<file path="src/rtl/multiplier_pkg.sv">
package multiplier_pkg;

  // ==============================
  // Word width
  // ==============================

  localparam int DATA_LENGTH_DEFAULT = 16;  // Operand width in bits.

  // ==============================
  // Reduction controller states
  // ==============================

  typedef enum logic [2:0] {
    LOAD,          // Wait for start, capture operands.
    PRECOMP,       // x times mu on the first multiplier.
    APPROX_START,  // One cycle gap, second multiplier start.
    APPROX,        // Estimate times q on the second multiplier.
    REDUCE,        // Conditional subtraction of q.
    FINISH         // Result valid.
  } barrett_state_t;

  // ==============================
  // Serial multiplier states
  // ==============================

  typedef enum logic [1:0] {
    IDLE,  // Waiting for start.
    RUN,   // One multiplier bit per cycle.
    DONE   // Product ready, finish pulse.
  } mult_state_t;

endpackage : multiplier_pkg

</file>
<file path="src/rtl/barrett_ctrl_if.sv">
`timescale 1ns/1ns

interface barrett_ctrl_if;

  logic load;         // Capture operands.
  logic take_xmu;     // Register quotient estimate.
  logic take_qm;      // Register x minus estimate times q.
  logic subtract;     // Remainder minus q.
  logic take_result;  // Copy remainder to output.
  logic ge_q;         // Remainder at least q.

  modport ctrl (
    output load,
    output take_xmu,
    output take_qm,
    output subtract,
    output take_result,
    input  ge_q
  );

  modport dp (
    input  load,
    input  take_xmu,
    input  take_qm,
    input  subtract,
    input  take_result,
    output ge_q
  );

endinterface : barrett_ctrl_if

</file>
<file path="src/rtl/mult_if.sv">
`timescale 1ns/1ns

interface mult_if #(
  parameter int DATA_LENGTH = 16
);

  logic                       start;   // One cycle start strobe.
  logic                       busy;    // Multiplication in progress.
  logic                       finish;  // One cycle done pulse.
  logic [DATA_LENGTH-1:0]     a;       // Multiplicand.
  logic [DATA_LENGTH-1:0]     b;       // Multiplier.
  logic [2*DATA_LENGTH-1:0]   r;       // Product.

  // Sequencing side.
  modport ctrl (
    output start,
    input  busy,
    input  finish
  );

  // Operand and product side.
  modport operand (
    output a,
    output b,
    input  r
  );

  // The multiplier itself.
  modport unit (
    input  start,
    input  a,
    input  b,
    output busy,
    output finish,
    output r
  );

endinterface : mult_if

</file>
<file path="src/rtl/barrett_ctrl.sv">
`timescale 1ns/1ns

module barrett_ctrl (
  input  logic         clk_i,
  input  logic         rst_ni,
  input  logic         start_i,
  output logic         valid_o,
  barrett_ctrl_if.ctrl cif,
  mult_if.ctrl         mxm,
  mult_if.ctrl         mqm
);

  multiplier_pkg::barrett_state_t state_q, state_d;

  // ==============================
  // State register
  // ==============================

  always_ff @(posedge clk_i or negedge rst_ni) begin
    if (!rst_ni) begin
      state_q <= multiplier_pkg::LOAD;
    end else begin
      state_q <= state_d;
    end
  end

  always_comb begin
    state_d = state_q;
    case (state_q)
      multiplier_pkg::LOAD: begin
        if (start_i) begin
          state_d = multiplier_pkg::PRECOMP;
        end
      end
      multiplier_pkg::PRECOMP: begin
        if (mxm.finish) begin
          state_d = multiplier_pkg::APPROX_START;
        end
      end
      multiplier_pkg::APPROX_START: begin
        state_d = multiplier_pkg::APPROX;  // Estimate is registered by now.
      end
      multiplier_pkg::APPROX: begin
        if (mqm.finish) begin
          state_d = multiplier_pkg::REDUCE;
        end
      end
      multiplier_pkg::REDUCE: begin
        if (!cif.ge_q) begin
          state_d = multiplier_pkg::FINISH;  // Remainder below q.
        end
      end
      multiplier_pkg::FINISH: begin
        state_d = multiplier_pkg::LOAD;
      end
      default: begin
        state_d = multiplier_pkg::LOAD;
      end
    endcase
  end

  // ==============================
  // Strobe decode
  // ==============================

  // The first multiplier is idle only in the first PRECOMP cycle.
  assign mxm.start = (state_q == multiplier_pkg::PRECOMP) && !mxm.busy;
  assign mqm.start = (state_q == multiplier_pkg::APPROX_START) && !mqm.busy;

  always_comb begin
    cif.load        = (state_q == multiplier_pkg::LOAD) && start_i;
    cif.take_xmu    = (state_q == multiplier_pkg::PRECOMP) && mxm.finish;
    cif.take_qm     = (state_q == multiplier_pkg::APPROX) && mqm.finish;
    cif.subtract    = (state_q == multiplier_pkg::REDUCE) && cif.ge_q;
    cif.take_result = (state_q == multiplier_pkg::REDUCE) && !cif.ge_q;
  end

  assign valid_o = (state_q == multiplier_pkg::FINISH);  // One cycle pulse.

endmodule : barrett_ctrl

</file>
<file path="src/rtl/barrett_dp.sv">
`timescale 1ns/1ns

module barrett_dp #(
  parameter int DATA_LENGTH = 16
) (
  input  logic                   clk_i,
  input  logic                   rst_ni,
  input  logic [DATA_LENGTH-1:0] x_i,
  input  logic [DATA_LENGTH-1:0] q_i,
  input  logic [DATA_LENGTH-1:0] q_bl_i,
  input  logic [DATA_LENGTH-1:0] mu_i,
  output logic [DATA_LENGTH-1:0] result_o,
  barrett_ctrl_if.dp             cif,
  mult_if.operand                mxm,
  mult_if.operand                mqm
);

  logic [DATA_LENGTH-1:0]   x_q;         // Captured input.
  logic [DATA_LENGTH-1:0]   q_q;         // Captured modulus.
  logic [DATA_LENGTH-1:0]   q_bl_q;      // Captured modulus bit length.
  logic [DATA_LENGTH-1:0]   mu_q;        // Captured mu.
  logic [DATA_LENGTH-1:0]   rem_q;       // Estimate, then remainder.
  logic [DATA_LENGTH-1:0]   result_q;
  logic [DATA_LENGTH:0]     shamt;       // Twice the bit length.
  logic [2*DATA_LENGTH-1:0] xmu_shifted;

  // ==============================
  // Operand capture
  // ==============================

  always_ff @(posedge clk_i) begin
    if (cif.load) begin
      x_q    <= x_i;
      q_q    <= q_i;
      q_bl_q <= q_bl_i;
      mu_q   <= mu_i;
    end
  end

  // ==============================
  // Quotient estimate and remainder
  // ==============================

  assign shamt       = {q_bl_q, 1'b0};
  assign xmu_shifted = mxm.r >> shamt;  // Floor of x*mu / 4^k.

  always_ff @(posedge clk_i) begin
    if (cif.take_xmu) begin
      rem_q <= xmu_shifted[DATA_LENGTH-1:0];  // Estimate fits in the word.
    end else if (cif.take_qm) begin
      rem_q <= x_q - mqm.r[DATA_LENGTH-1:0];  // Product never exceeds x.
    end else if (cif.subtract) begin
      rem_q <= rem_q - q_q;
    end
  end

  assign cif.ge_q = (rem_q >= q_q);

  // First multiplier gets x and mu, second the estimate and q.
  assign mxm.a = x_q;
  assign mxm.b = mu_q;
  assign mqm.a = rem_q;
  assign mqm.b = q_q;

  // ==============================
  // Result register
  // ==============================

  always_ff @(posedge clk_i or negedge rst_ni) begin
    if (!rst_ni) begin
      result_q <= '0;
    end else if (cif.take_result) begin
      result_q <= rem_q;  // Updated on entry to FINISH.
    end
  end

  assign result_o = result_q;

endmodule : barrett_dp

</file>
<file path="src/rtl/barrett_ds.sv">
`timescale 1ns/1ns

module barrett_ds #(
  parameter int DATA_LENGTH = multiplier_pkg::DATA_LENGTH_DEFAULT
) (
  input  logic                   clk_i,
  input  logic                   rst_ni,
  input  logic                   start_i,
  input  logic [DATA_LENGTH-1:0] x_i,       // Value to reduce.
  input  logic [DATA_LENGTH-1:0] q_i,       // Modulus.
  input  logic [DATA_LENGTH-1:0] q_bl_i,    // Modulus bit length.
  input  logic [DATA_LENGTH-1:0] mu_i,      // Precomputed mu.
  output logic [DATA_LENGTH-1:0] result_o,  // x mod q.
  output logic                   valid_o    // Result valid pulse.
);

  mult_if #(.DATA_LENGTH(DATA_LENGTH)) mul_xmu_if ();
  mult_if #(.DATA_LENGTH(DATA_LENGTH)) mul_qm_if ();
  barrett_ctrl_if                      ctrl_if ();

  barrett_ctrl u_ctrl (
    .clk_i   (clk_i),
    .rst_ni  (rst_ni),
    .start_i (start_i),
    .valid_o (valid_o),
    .cif     (ctrl_if.ctrl),
    .mxm     (mul_xmu_if.ctrl),
    .mqm     (mul_qm_if.ctrl)
  );

  barrett_dp #(
    .DATA_LENGTH (DATA_LENGTH)
  ) u_dp (
    .clk_i    (clk_i),
    .rst_ni   (rst_ni),
    .x_i      (x_i),
    .q_i      (q_i),
    .q_bl_i   (q_bl_i),
    .mu_i     (mu_i),
    .result_o (result_o),
    .cif      (ctrl_if.dp),
    .mxm      (mul_xmu_if.operand),
    .mqm      (mul_qm_if.operand)
  );

  // x times mu.
  multiplier_top #(
    .DATA_LENGTH (DATA_LENGTH)
  ) multiplier_precomp (
    .clk_i  (clk_i),
    .rst_ni (rst_ni),
    .mul    (mul_xmu_if.unit)
  );

  // Estimate times q.
  multiplier_top #(
    .DATA_LENGTH (DATA_LENGTH)
  ) multiplier_approx (
    .clk_i  (clk_i),
    .rst_ni (rst_ni),
    .mul    (mul_qm_if.unit)
  );

endmodule : barrett_ds

</file>
<file path="src/rtl/multiplier_top.sv">
`timescale 1ns/1ns

module multiplier_top #(
  parameter int DATA_LENGTH = 16
) (
  input  logic clk_i,
  input  logic rst_ni,
  mult_if.unit mul
);

  localparam int CW = $clog2(DATA_LENGTH);

  multiplier_pkg::mult_state_t state_q, state_d;

  logic [CW-1:0]            cnt_q;    // Bit position being processed.
  logic [2*DATA_LENGTH-1:0] a_sh_q;   // Multiplicand, shifted left each cycle.
  logic [DATA_LENGTH-1:0]   b_sh_q;   // Multiplier, shifted right each cycle.
  logic [2*DATA_LENGTH-1:0] acc_q;    // Partial product.
  logic                     last_bit;

  assign last_bit = (cnt_q == CW'(DATA_LENGTH - 1));

  // ==============================
  // State register
  // ==============================

  always_ff @(posedge clk_i or negedge rst_ni) begin
    if (!rst_ni) begin
      state_q <= multiplier_pkg::IDLE;
      cnt_q   <= '0;
    end else begin
      state_q <= state_d;
      if (state_q == multiplier_pkg::RUN) begin
        cnt_q <= cnt_q + 1'b1;  // Wraps back to zero after the last bit.
      end else begin
        cnt_q <= '0;
      end
    end
  end

  always_comb begin
    state_d = state_q;
    case (state_q)
      multiplier_pkg::IDLE: begin
        if (mul.start) begin
          state_d = multiplier_pkg::RUN;
        end
      end
      multiplier_pkg::RUN: begin
        if (last_bit) begin
          state_d = multiplier_pkg::DONE;
        end
      end
      multiplier_pkg::DONE: begin
        state_d = multiplier_pkg::IDLE;  // Finish lasts one cycle.
      end
      default: begin
        state_d = multiplier_pkg::IDLE;
      end
    endcase
  end

  // ==============================
  // Shift-add datapath
  // ==============================

  always_ff @(posedge clk_i) begin
    if (state_q == multiplier_pkg::IDLE && mul.start) begin
      a_sh_q <= {{DATA_LENGTH{1'b0}}, mul.a};  // Latch operands.
      b_sh_q <= mul.b;
      acc_q  <= '0;
    end else if (state_q == multiplier_pkg::RUN) begin
      if (b_sh_q[0]) begin
        acc_q <= acc_q + a_sh_q;  // Add shifted multiplicand.
      end
      a_sh_q <= a_sh_q << 1;
      b_sh_q <= b_sh_q >> 1;
    end
  end

  // Busy covers the run and the finish cycle.
  assign mul.busy   = (state_q == multiplier_pkg::RUN) || (state_q == multiplier_pkg::DONE);
  assign mul.finish = (state_q == multiplier_pkg::DONE);
  assign mul.r      = acc_q;  // Holds until the next start.

endmodule : multiplier_top

</file>
<file path="config.mk">
export PLATFORM = sky130hd
export DESIGN_NAME = barrett_ds
export DESIGN_NICKNAME = d
export VERILOG_FILES = /design/src/rtl/multiplier_pkg.sv /design/src/rtl/barrett_ctrl_if.sv /design/src/rtl/mult_if.sv /design/src/rtl/barrett_ctrl.sv /design/src/rtl/barrett_dp.sv /design/src/rtl/barrett_ds.sv /design/src/rtl/multiplier_top.sv
export SDC_FILE = /design/constraint.sdc
export NUM_CORES = 1
export LEC_CHECK = 0
export ABC_AREA = 1
export BUFFER_PORTS_ARGS = -buffer_cell sky130_fd_sc_hd__buf_2
export CORE_MARGIN = 3
export CORE_UTILIZATION = 27
export DETAILED_ROUTE_END_ITERATION = 16
export PLACE_DENSITY_LB_ADDON = 0.1
export RECOVER_POWER = 100
export SETUP_SLACK_MARGIN = 0.2
export SLEW_MARGIN = 20
export SYNTH_ARGS = -nofsm -noshare
export SYNTH_HDL_FRONTEND = slang
export SYNTH_HIERARCHICAL = 1
export SYNTH_SLANG_ARGS = --single-unit
</file>
<file path="constraint.sdc">
create_clock -name clk_i -period 17.01 [get_ports clk_i]
set_clock_uncertainty 0.15 [all_clocks]
set_input_delay 2.5515 -clock clk_i [delete_from_list [all_inputs] [get_ports clk_i]]
set_output_delay 2.5515 -clock clk_i [all_outputs]
set_load 0.05 [all_outputs]
</file>
# Yosys cells after proc, flatten, opt, wreduce, memory -nomap -nowiden
# Index checks and enable logic that the tools add are counted.
# classes
eq_ne	19
n_mux	24
add_sub_neg	6
n_reduce_logical	25
magnitude_cmp	1
shifts	1
# ops
operator	count
2-to-1 mux 16 bit	11
adder 32 bit	2
right shift 32 x 17 -> 16 bit	1
subtractor 16 bit	2
greater-or-equal comparator 16 bit	1
one-hot mux 3 bit (5 select lines)	1
2-to-1 mux 3 bit	4
inequality test 2 x 1 -> 1 bit (second input constant)	6
logical AND 1 bit	9
adder 4 x 1 -> 4 bit (second input constant)	2
equality test 4 bit (second input constant)	2
2-to-1 mux 2 bit	4
2-to-1 mux 4 bit	2
one-hot mux 2 bit (2 select lines)	2
AND reduction 2 bit	4
equality test 3 x 2 -> 1 bit (second input constant)	2
equality test 3 bit (second input constant)	2
equality test 2 x 1 -> 1 bit (second input constant)	2
equality test 2 bit (second input constant)	2
logical NOT 2 bit	2
inequality test 2 bit (second input constant)	2
AND reduction 4 bit	1
nonzero test 2 bit	2
equality test 3 x 1 -> 1 bit (second input constant)	1
4 further kinds	7
# totals
inputBits	67
reg_bits	271

# Longest topological paths before layout
# Gate-level depths: netlist of run 1.
# depth
depth_word	6
depth_mapped	17
depth_no_buf	17

# Cells and area by module
# Netlist of run 1, hierarchy kept.
# by_module_without_submodules
module	seq_area_each_um2	cells_each	area_each_um2	instances
multiplier_top	2072.0	886	5769.3	2
barrett_dp	2802.7	836	6562.5	1
barrett_ctrl	75.1	41	237.7	1

# Worst setup path after synthesis of run 1
# No wires, ideal clock.
# synth_path
kind	input to register
from	input start_i
to	register u_dp.q_q[0], in the netlist u_dp/mqm.b[0], enable pin
setup_ns	0.644
slack_ns	7.589
arrival_time_ns	8.627
path_stages	2
path_cell_list	inv_1 nor4_1
# synth_via
elab_chain_len	1
# synth_lines
item	line	source
start, declared	barrett_ds.sv:8	input logic start_i,
logical AND 1 bit	barrett_ctrl.sv:71	cif.load = (state_q == multiplier_pkg::LOAD) && start_i;
via ctrl_if.load	barrett_ctrl_if.sv:5	logic load;
end signal, assigned	barrett_dp.sv:34	q_q <= q_i;
end, declared	barrett_dp.sv:19	logic [DATA_LENGTH-1:0] q_q;
# The timed path passes the listed nets, and every way through them passes these cells.
# A chain may end at the register's enable or synchronous reset.

# Worst setup path after layout of run 1
# layout_path
from	input start_i
to	register u_dp.mu_q[1], in the netlist u_dp/mxm.b[1], enable pin
# layout_via
elab_chain_len	1
# layout_lines
item	line	source
logical AND 1 bit	barrett_ctrl.sv:71	
via ctrl_if.load	barrett_ctrl_if.sv:5	
end signal, assigned	barrett_dp.sv:36	mu_q <= mu_i;
end, declared	barrett_dp.sv:21	logic [DATA_LENGTH-1:0] mu_q;
# The timed path passes the listed nets, and every way through them passes these cells.

==> results of run 1 <==
==> through the flow <==
stage / cell area (um^2) / power, mW / hold slack [ns] / util
5_1_grt: 17800 / 4.48 / 0.347 / 0.307
4_1_cts: 17900 / 4.11 / 0.314 / 0.309
3_5_place_dp: 16900 / 3.45 / 0.306 / 0.293
6_report: 17800 / 4.05 / 0.306 / 0.307
3_3_place_gp: 16900 / 3.45 / 0.301 / 0.293
2_1_floorplan: 15800 / 2.81 / 0.283 / -
==> sequential cells by signal (all words and copies together), names as in the netlist <==
signal and count:
multiplier_precomp/a_sh_q 32, multiplier_precomp/mul.r 32, multiplier_approx/a_sh_q 16, multiplier_approx/b_sh_q 16
multiplier_approx/mul.r 16, multiplier_precomp/b_sh_q 16, u_dp/mqm.a 16, u_dp/mqm.b 16
u_dp/mxm.a 16, u_dp/mxm.b 16, u_dp/q_bl_q 16, u_dp/result_o 16
multiplier_approx/cnt_q 4, multiplier_precomp/cnt_q 4, u_ctrl/state_q 3, multiplier_approx/state_q 2
multiplier_precomp/state_q 2
==> power groups by stage <==
stage	Clock, mW	Sequential [mW]	Combinational, mW
2_1_floorplan	0	1.14	1.67
6_report	0.617	1.19	2.24
4_1_cts	0.645	1.19	2.27
3_3_place_gp	0	1.20	2.25
5_1_grt	0.667	1.22	2.59
3_5_place_dp	0	1.20	2.26
==> per-layer routing <==
layer / routed length [um] / share of wire / vias to the layer above
li1: - / - / 7135
met1: 25000 / 0.51 / 6370
met2: 21600 / 0.44 / 251
met3: 1850 / 0.038 / 54
met4: 890 / 0.018 / 0
met5: 0 / 0 / -
==> how the worst max path moves through the flow <==
stage / slack [ns] / cells after the start / from / end
global placement: 12.77 / 4 / start_i / u_dp/q_bl_q[10]
finish: 11.18 / 4 / start_i / u_dp/mxm.b[1]
floorplan: 7.59 / 2 / start_i / u_dp/mqm.b[0]
global route: 10.87 / 4 / start_i / u_dp/q_bl_q[10]
CTS: 12.53 / 3 / u_ctrl/state_q[2] / valid_o
detailed placement: 12.76 / 4 / start_i / u_dp/q_bl_q[10]
==> layout make-up <==
| type | instances | share of cell area |
|---|---|---|
| clock buffer | 38 | 0.0439 |
| clock inverter | 18 | 0.00937 |
| inverter | 316 | 0.0668 |
| multi-input combinational | 1551 | 0.442 |
| sequential | 239 | 0.359 |
| tap | 765 | 0.0539 |
| timing repair buffer | 96 | 0.0250 |
==> worst max-delay path, delay by kind of cell <==
kind	cells	cell delay, ns
buffers and inverters	3	2.95
AND/OR/NAND/NOR	1	0.21
==> impl_metrics.toml, run 1 <==
[outcome]
outcome = "finished, violations left"
violations = "capacitance limit, slew limit"

[final_layout]
area_delta_synth_final_pct = 12.5
seq_area_um2 = 6380
final_cell_mix = "750 x nand2_1, 311 x inv_1, 195 x nand3_1, 144 x nor2_1, 144 x edfxtp_1"
final_common_cell = "nand2_1"
multi_input_area_um2 = 7850
nets = 2393
finalNonFillerCells = 3023
drive_above_1_share = 0.0629
fill_cells = 6291
diodes = 0

[timing]
final-setup-viol-count = 0
max-slew-margin-rel = -1.65
hold_viol = 0
timing.final.crit_share = 0.343
period_needed_ns = 5.83
maxSlewViolCount = 347
worst-slew-pin-transition_ns = 3.97
rsz0062_at_grt = "false"
max_freq_ghz = 0.172
tns_ns = 0
layout_setup_ws_ns = 11.18

[critical_path]
arrival_ns = 5.77
start_kind = "input pin"
required_ns = 16.95
crit_fanout = 64
r2r-end = "multiplier_precomp/a_sh_q[3]"
worstRegToRegCells = 8
crit_chain = "buf_2 > inv_1 > nor4_1 > clkbuf_1"
crit_slowest_cell = "clkbuf_1"
regToRegSetupSlack_ns = 11.99
r2r-start = "multiplier_precomp/state_q[0]"
setup.worst_path.end_class = "flip-flop"
cp_slowest_stage_delay_ns = 2.81
critical_path_class = "input pin to flip-flop"

[grt]
grt_max_degree = 65
grt_util_all_layers = 0.159
grt_use_met2 = 0.248
grt_pass1_vias = 13046
antenna_found_initial = 0
grt_pass1_wl_um = 76000
grt.busiest_layer = "met2"
overflow = 0
grtUsageMet1 = 0.235
met3_usage = 0.0191

[clock_tree]
cts_buffer_depth = 3
cts_buffers = 30
cts_setup_buffers = 0
h-tree-depth = 1
clockRootBuffer = "clkbuf_16"
clkSinkCount = 239
hold_buffers = 0
cts_resized = 0
cts_tree = "yes"
path_clk_slew_ns = 0.06
clock_latency_ns = 0.58

[power_and_ir_drop]
intPower_mw = 2.07
p_leak_nw = 8.72
p_seq_frac = 0.293
power.density_nw_per_um2 = 228
comb_power_share = 0.554
p_clk_frac = 0.153
p_switching_mw = 1.98
ir_worst_vdd_mv = 0.0695
p_sw_frac = 0.489

[route]
num_vias = 13810
routed_wl_um = 49400
drtPass1Iterations = 5
ant_nets = 0
drc = 0
avgViaCountPerCell = 4.57
wl_per_cell_um = 16.3
drtIter0Drc = 1034

[yosys]
syn_area_um2 = 15800
syn_nets = 2344
synthCells = 2185
ys_warn_count = 6
syn_avg_cell_area_um2 = 7.23

[worst_hold_path]
hold_start = "multiplier_approx/cnt_q[0]"
hold_path_end = "multiplier_approx/cnt_q[0]"
hold_class = "flip-flop to flip-flop"
holdPathStages = 1

[die]
pin_count = 84
die_area_um2 = 61500
initial_core_util = 0.273
rows = 88
coreArea_um2 = 57800
die_x_um = 248
die_h_um = 248

[placement]
dp_slack_ns = 12.76
place_hpwl_um = 37800
globalplace.congestion = 0.856
numPortBuffers = 83
dp_cells = 2967

[run]
maxCapViolCount = 8
Note: power is estimated with default switching activity, not from simulation.
==> run 2, diff against run 1 <==
==> constraint.sdc (replaced) <==
create_clock -name clk_i -period 5.25 [get_ports clk_i]
set_clock_uncertainty 0.15 [all_clocks]
set_input_delay 0.7875 -clock clk_i [delete_from_list [all_inputs] [get_ports clk_i]]
set_output_delay 0.7875 -clock clk_i [all_outputs]
set_load 0.05 [all_outputs]
==> run 2 against run 1 <==
  * Core utilization grew 0.22 points
  * Sequential share of layout area shrank 0.25 points
  * Hold slack lost 0.047 ns
  * Critical path type is now flip-flop to flip-flop
  * Sequential power grew to 3.2 times the previous value
  * Power grew to 3.3 times the previous value
  * Register-to-register slack lost 11 ns
  * Clock power grew to 3.5 times the previous value
  * The flow still finishes with violations (capacitance limit, slew limit)
  * Die area is the same
  * Critical endpoint is now u_dp/result_o[12]
==> impl_metrics.toml, run 2 (same netlist as run 1, synthesis figures left out) <==
[timing]
worst-slew-pin-transition_ns = 1.98
maxSlewViolCount = 149
rsz0062_at_grt = "false"
hold_viol = 0
max-slew-margin-rel = -0.322
tns_ns = 0
timing.final.crit_share = 0.724
max_freq_ghz = 0.263
final-setup-viol-count = 0
period_needed_ns = 3.80

[critical_path]
arrival_ns = 4.09
r2r-start = "u_dp/mqm.a[3]"
required_ns = 5.54
crit_fanout = 18
worstRegToRegCells = 11
critical_path_class = "flip-flop to flip-flop"
start_kind = "flip-flop"
r2r-end = "u_dp/result_o[12]"
regToRegSetupSlack_ns = 1.45
setup.worst_path.end_class = "flip-flop"

[final_layout]
nets = 2396
seq_area_um2 = 6380
fill_cells = 6379
diodes = 0
final_common_cell = "nand2_1"
multi_input_area_um2 = 7870
drive_above_1_share = 0.0654
final_cell_mix = "750 x nand2_1, 310 x inv_1, 195 x nand3_1, 144 x nor2_1, 144 x edfxtp_1"
area_delta_synth_final_pct = 13.2
stdcell_area_um2 = 17900

[outcome]
outcome = "finished, violations left"
violations = "capacitance limit, slew limit"

[grt]
grt_pass1_wl_um = 80100
overflow = 0
grt_pass1_vias = 13427
antenna_found_initial = 2
grt_max_degree = 65
grt_util_all_layers = 0.170

[route]
ant_nets = 0
wl_per_cell_um = 17.2
avgViaCountPerCell = 4.63
drc = 0
num_vias = 14002
drtIter0Drc = 982
drtPass1Iterations = 5
routed_wl_um = 52100

[power_and_ir_drop]
p_leak_nw = 8.78
ir_worst_vdd_mv = 0.257
power.density_nw_per_um2 = 746
total_power_mw = 13.4

[clock_tree]
cts_tree = "yes"
clock_latency_ns = 0.55
cts_resized = 0
cts_setup_buffers = 0
hold_buffers = 0
cts_buffer_depth = 3
clockRootBuffer = "clkbuf_16"
clkSinkCount = 239
h-tree-depth = 2
cts_buffers = 34
path_clk_slew_ns = 0.06

[run]
maxCapViolCount = 4

[placement]
globalplace.congestion = 0.881
dpl_cell_area_um2 = 16900
place_hpwl_um = 39500
numPortBuffers = 83

[worst_hold_path]
hold_path_end = "u_dp/mqm.b[13]"
hold_start = "q_i[13]"
holdPathStages = 1
hold_class = "input pin to flip-flop"

[die]
rows = 88
coreArea_um2 = 57800
initial_core_util = 0.273
die_h_um = 248
pin_count = 84
die_x_um = 248
die_area_um2 = 61500
## run 2: metal layers
layer / track usage / wire [um] / vias up
met5: 0 / 13 / -
met4: 0.0429 / 938 / 2
met3: 0.0239 / 2210 / 52
met2: 0.275 / 23800 / 288
met1: 0.239 / 25100 / 6519
li1: - / - / 7141
## run 2: how the worst max path moves through the flow
stage | startpoint | end | slack, ns | depth (start not counted)
after detailed placement | u_ctrl/state_q[0] | u_dp/mqm.a[3] | 1.57 | 10
after floorplan | start_i | u_dp/mqm.b[0] | 0.29 | 2
after global placement | u_ctrl/state_q[0] | u_dp/mqm.a[3] | 1.66 | 10
after CTS | u_ctrl/state_q[0] | u_dp/mqm.a[3] | 1.55 | 10
final | u_dp/mqm.a[3] | u_dp/result_o[12] | 1.45 | 11
after global routing | multiplier_precomp/state_q[1] | multiplier_precomp/mul.r[7] | 1.13 | 8
## run 2: power by group
group / switching, mW / internal [mW]
logic: 4.93 / 2.45
clock network: 0.926 / 1.24
registers: 0.720 / 3.08
total: 6.58 / 6.77
## run 2: layout make-up
type	count	area share
multi-input combinational	1551	0.440
clock buffer	41	0.0508
sequential	239	0.357
clock inverter	20	0.00657
inverter	316	0.0663
timing repair buffer	95	0.0266
tap	765	0.0535
## run 2: through the flow
step                      setup WS [ns]  utilization  instances  hold slack, ns
after global placement             1.66        0.292       2964           0.299
after CTS                          1.55        0.310       3026           0.202
after floorplan                   0.289            -       2185           0.283
final                              1.45        0.310       3027           0.259
after global routing               1.13        0.310       3027           0.238
after detailed placement           1.57        0.293       2965           0.300
## run 2: worst max-delay path, stage by stage (launching register included)
cell,delay [ns]
edfxtp_1,0.43
ha_1,0.38
a21oi_1,0.16
o21ai_0,0.20
nand2_1,0.13
nand3_1,0.12
o21bai_1,0.16
nand2_1,0.09
nand3_1,0.07
nand2_1,0.07
nor2_1,1.27
mux2_2,0.44
==> run 3, diff against run 2 <==
==> constraint.sdc (replaced) <==
create_clock -name clk_i -period 3.22 [get_ports clk_i]
set_clock_uncertainty 0.15 [all_clocks]
set_input_delay 0.483 -clock clk_i [delete_from_list [all_inputs] [get_ports clk_i]]
set_output_delay 0.483 -clock clk_i [all_outputs]
set_load 0.05 [all_outputs]
==> run 3 against run 2 <==
  * The flow still finishes with violations (capacitance limit, slew limit)
  * Power is 65% higher
  * First-iteration DRC count fell by 1.5%
  * Non-clock buffer count rose by 85
  * Largest cell class unchanged
  * Largest power group unchanged
  * Sequential power grew 63%
==> impl_metrics.toml, run 3 (same netlist as run 1, synthesis figures left out) <==
[outcome]
outcome = "finished, violations left"
violations = "capacitance limit, slew limit"

[timing]
timing.final.crit_share = 0.905
hold_viol = 0
tns_ns = 0
max-slew-margin-rel = -0.391
final-setup-viol-count = 0
worst-slew-pin-transition_ns = 2.09
rsz0062_at_grt = "false"
maxSlewViolCount = 97
max_freq_ghz = 0.343
period_needed_ns = 2.91

[grt]
grt_pass1_vias = 13695
grt_pass1_wl_um = 80900
grt_util_all_layers = 0.171
antenna_found_initial = 1
overflow = 0
grt_max_degree = 65

[final_layout]
drive_above_1_share = 0.0674
fill_cells = 6327
final_cell_mix = "750 x nand2_1, 311 x inv_1, 197 x nand3_1, 144 x nor2_1, 144 x edfxtp_1"
multi_input_area_um2 = 7870
diodes = 0
area_delta_synth_final_pct = 18.3
final_common_cell = "nand2_1"
seq_area_um2 = 6380
nets = 2478

[route]
drtPass1Iterations = 5
drtIter0Drc = 967
wl_per_cell_um = 16.9
drc = 0
routed_wl_um = 52600
avgViaCountPerCell = 4.55
wl_met3_um = 1920
ant_nets = 0
met2WireLength_um = 24100
num_vias = 14132
met1_length_um = 25600
dr.max_layer_used = "met4"

[placement]
place_hpwl_um = 40300
numPortBuffers = 83
globalplace.congestion = 0.860

[clock_tree]
clockRootBuffer = "clkbuf_16"
h-tree-depth = 1
path_clk_slew_ns = 0.06
cts_buffer_depth = 3
clock_latency_ns = 0.60
clkSinkCount = 239
cts_tree = "yes"
cts_buffers = 31

[run]
maxCapViolCount = 2

[critical_path]
start_kind = "flip-flop"
arrival_ns = 3.04
crit_fanout = 9
setup.worst_path.end_class = "flip-flop"
critical_path_class = "flip-flop to flip-flop"
regToRegSetupSlack_ns = 0.31
required_ns = 3.34

[die]
rows = 88
die_h_um = 248
die_area_um2 = 61500
pin_count = 84
initial_core_util = 0.273
coreArea_um2 = 57800
die_x_um = 248

[power_and_ir_drop]
total_power_mw = 22.0
p_leak_nw = 9.13
power.density_nw_per_um2 = 1180
ir_worst_vdd_mv = 0.422

[worst_hold_path]
hold_class = "flip-flop to flip-flop"
==> run 3: changes by cell type in the layout (fill, tap and decap cells not counted), moves of 3 or more <==
cell,before,now
clkbuf_2,2,9
buf_4,5,16
clkbuf_16,35,31
dlygate4sd3_1,0,65
clkbuf_1,45,53
bufinv_16,0,3
clkinv_2,9,5
buf_2,46,38
==> run 3: worst paths after layout <==
| check | start | endpoint | cells past startpoint |
|---|---|---|---|
| min in group asynchronous | rst_ni | u_dp/result_o[4] | 2 |
| min | multiplier_approx/cnt_q[0] | multiplier_approx/cnt_q[0] | 1 |
| max in group asynchronous | rst_ni | multiplier_precomp/cnt_q[3] | 2 |
| max | u_dp/mqm.a[0] | u_dp/mqm.a[9] | 15 |
| min reg2reg | multiplier_approx/cnt_q[0] | multiplier_approx/cnt_q[0] | 1 |
| max reg2reg | u_dp/mqm.a[0] | u_dp/mqm.a[9] | 15 |
==> run 3: cell type report <==
type / count / share of cell area
Multi-Input combinational cell: 1551 / 0.421
Inverter: 316 / 0.0634
Timing Repair Buffer: 180 / 0.0673
Clock inverter: 19 / 0.0112
Tap cell: 765 / 0.0512
Sequential cell: 239 / 0.341
Clock buffer: 39 / 0.0447
==> run 3: stage by stage <==
stage | area, um^2 | hold slack [ns] | instances | worst slack (ns) | utilization
final | 18700 | 0.319 | 3109 | 0.306 | 0.323
after detailed placement | 17100 | 0.308 | 2986 | 0.398 | 0.296
after CTS | 18800 | 0.285 | 3109 | 0.370 | 0.325
after global routing | 18700 | 0.337 | 3109 | 0.135 | 0.323
after floorplan | 15800 | 0.0374 | 2185 | 0.0333 | -
after global placement | 17100 | 0.306 | 2986 | 0.418 | 0.296
==> run 3: what timing repair did <==
action                                 in CTS  in global routing
hold buffers                               65                  0
endpoints found under the hold margin      95                  0
buffers inserted                            0                  0
setup endpoints to repair                   0                 26
gates resized for setup                     0                  3
==> run 3: power by group <==
part,internal (mW),switching (mW)
Combinational,4.13,8.09
Clock,2.10,1.51
Sequential,5.01,1.16
==> run 3: worst max-delay path: stages (launching register included) <==
cell      delay, ns
edfxtp_1       0.35
inv_1          0.06
ha_1           0.23
fa_2           0.39
o21ai_4        0.22
nand2_1        0.09
nand3_1        0.13
o21bai_1       0.10
nand2_1        0.08
nand3_1        0.08
nand2_1        0.09
nand3_1        0.12
inv_1          0.09
nor2_1         0.04
nand2_1        0.08
clkbuf_2       0.29
==> run 3: per-layer routing <==
layer / global-route usage / vias up
met5: 0 / -
met1: 0.240 / 6507
li1: - / 7310
met2: 0.281 / 256
met4: 0.0384 / 0
met3: 0.0200 / 59
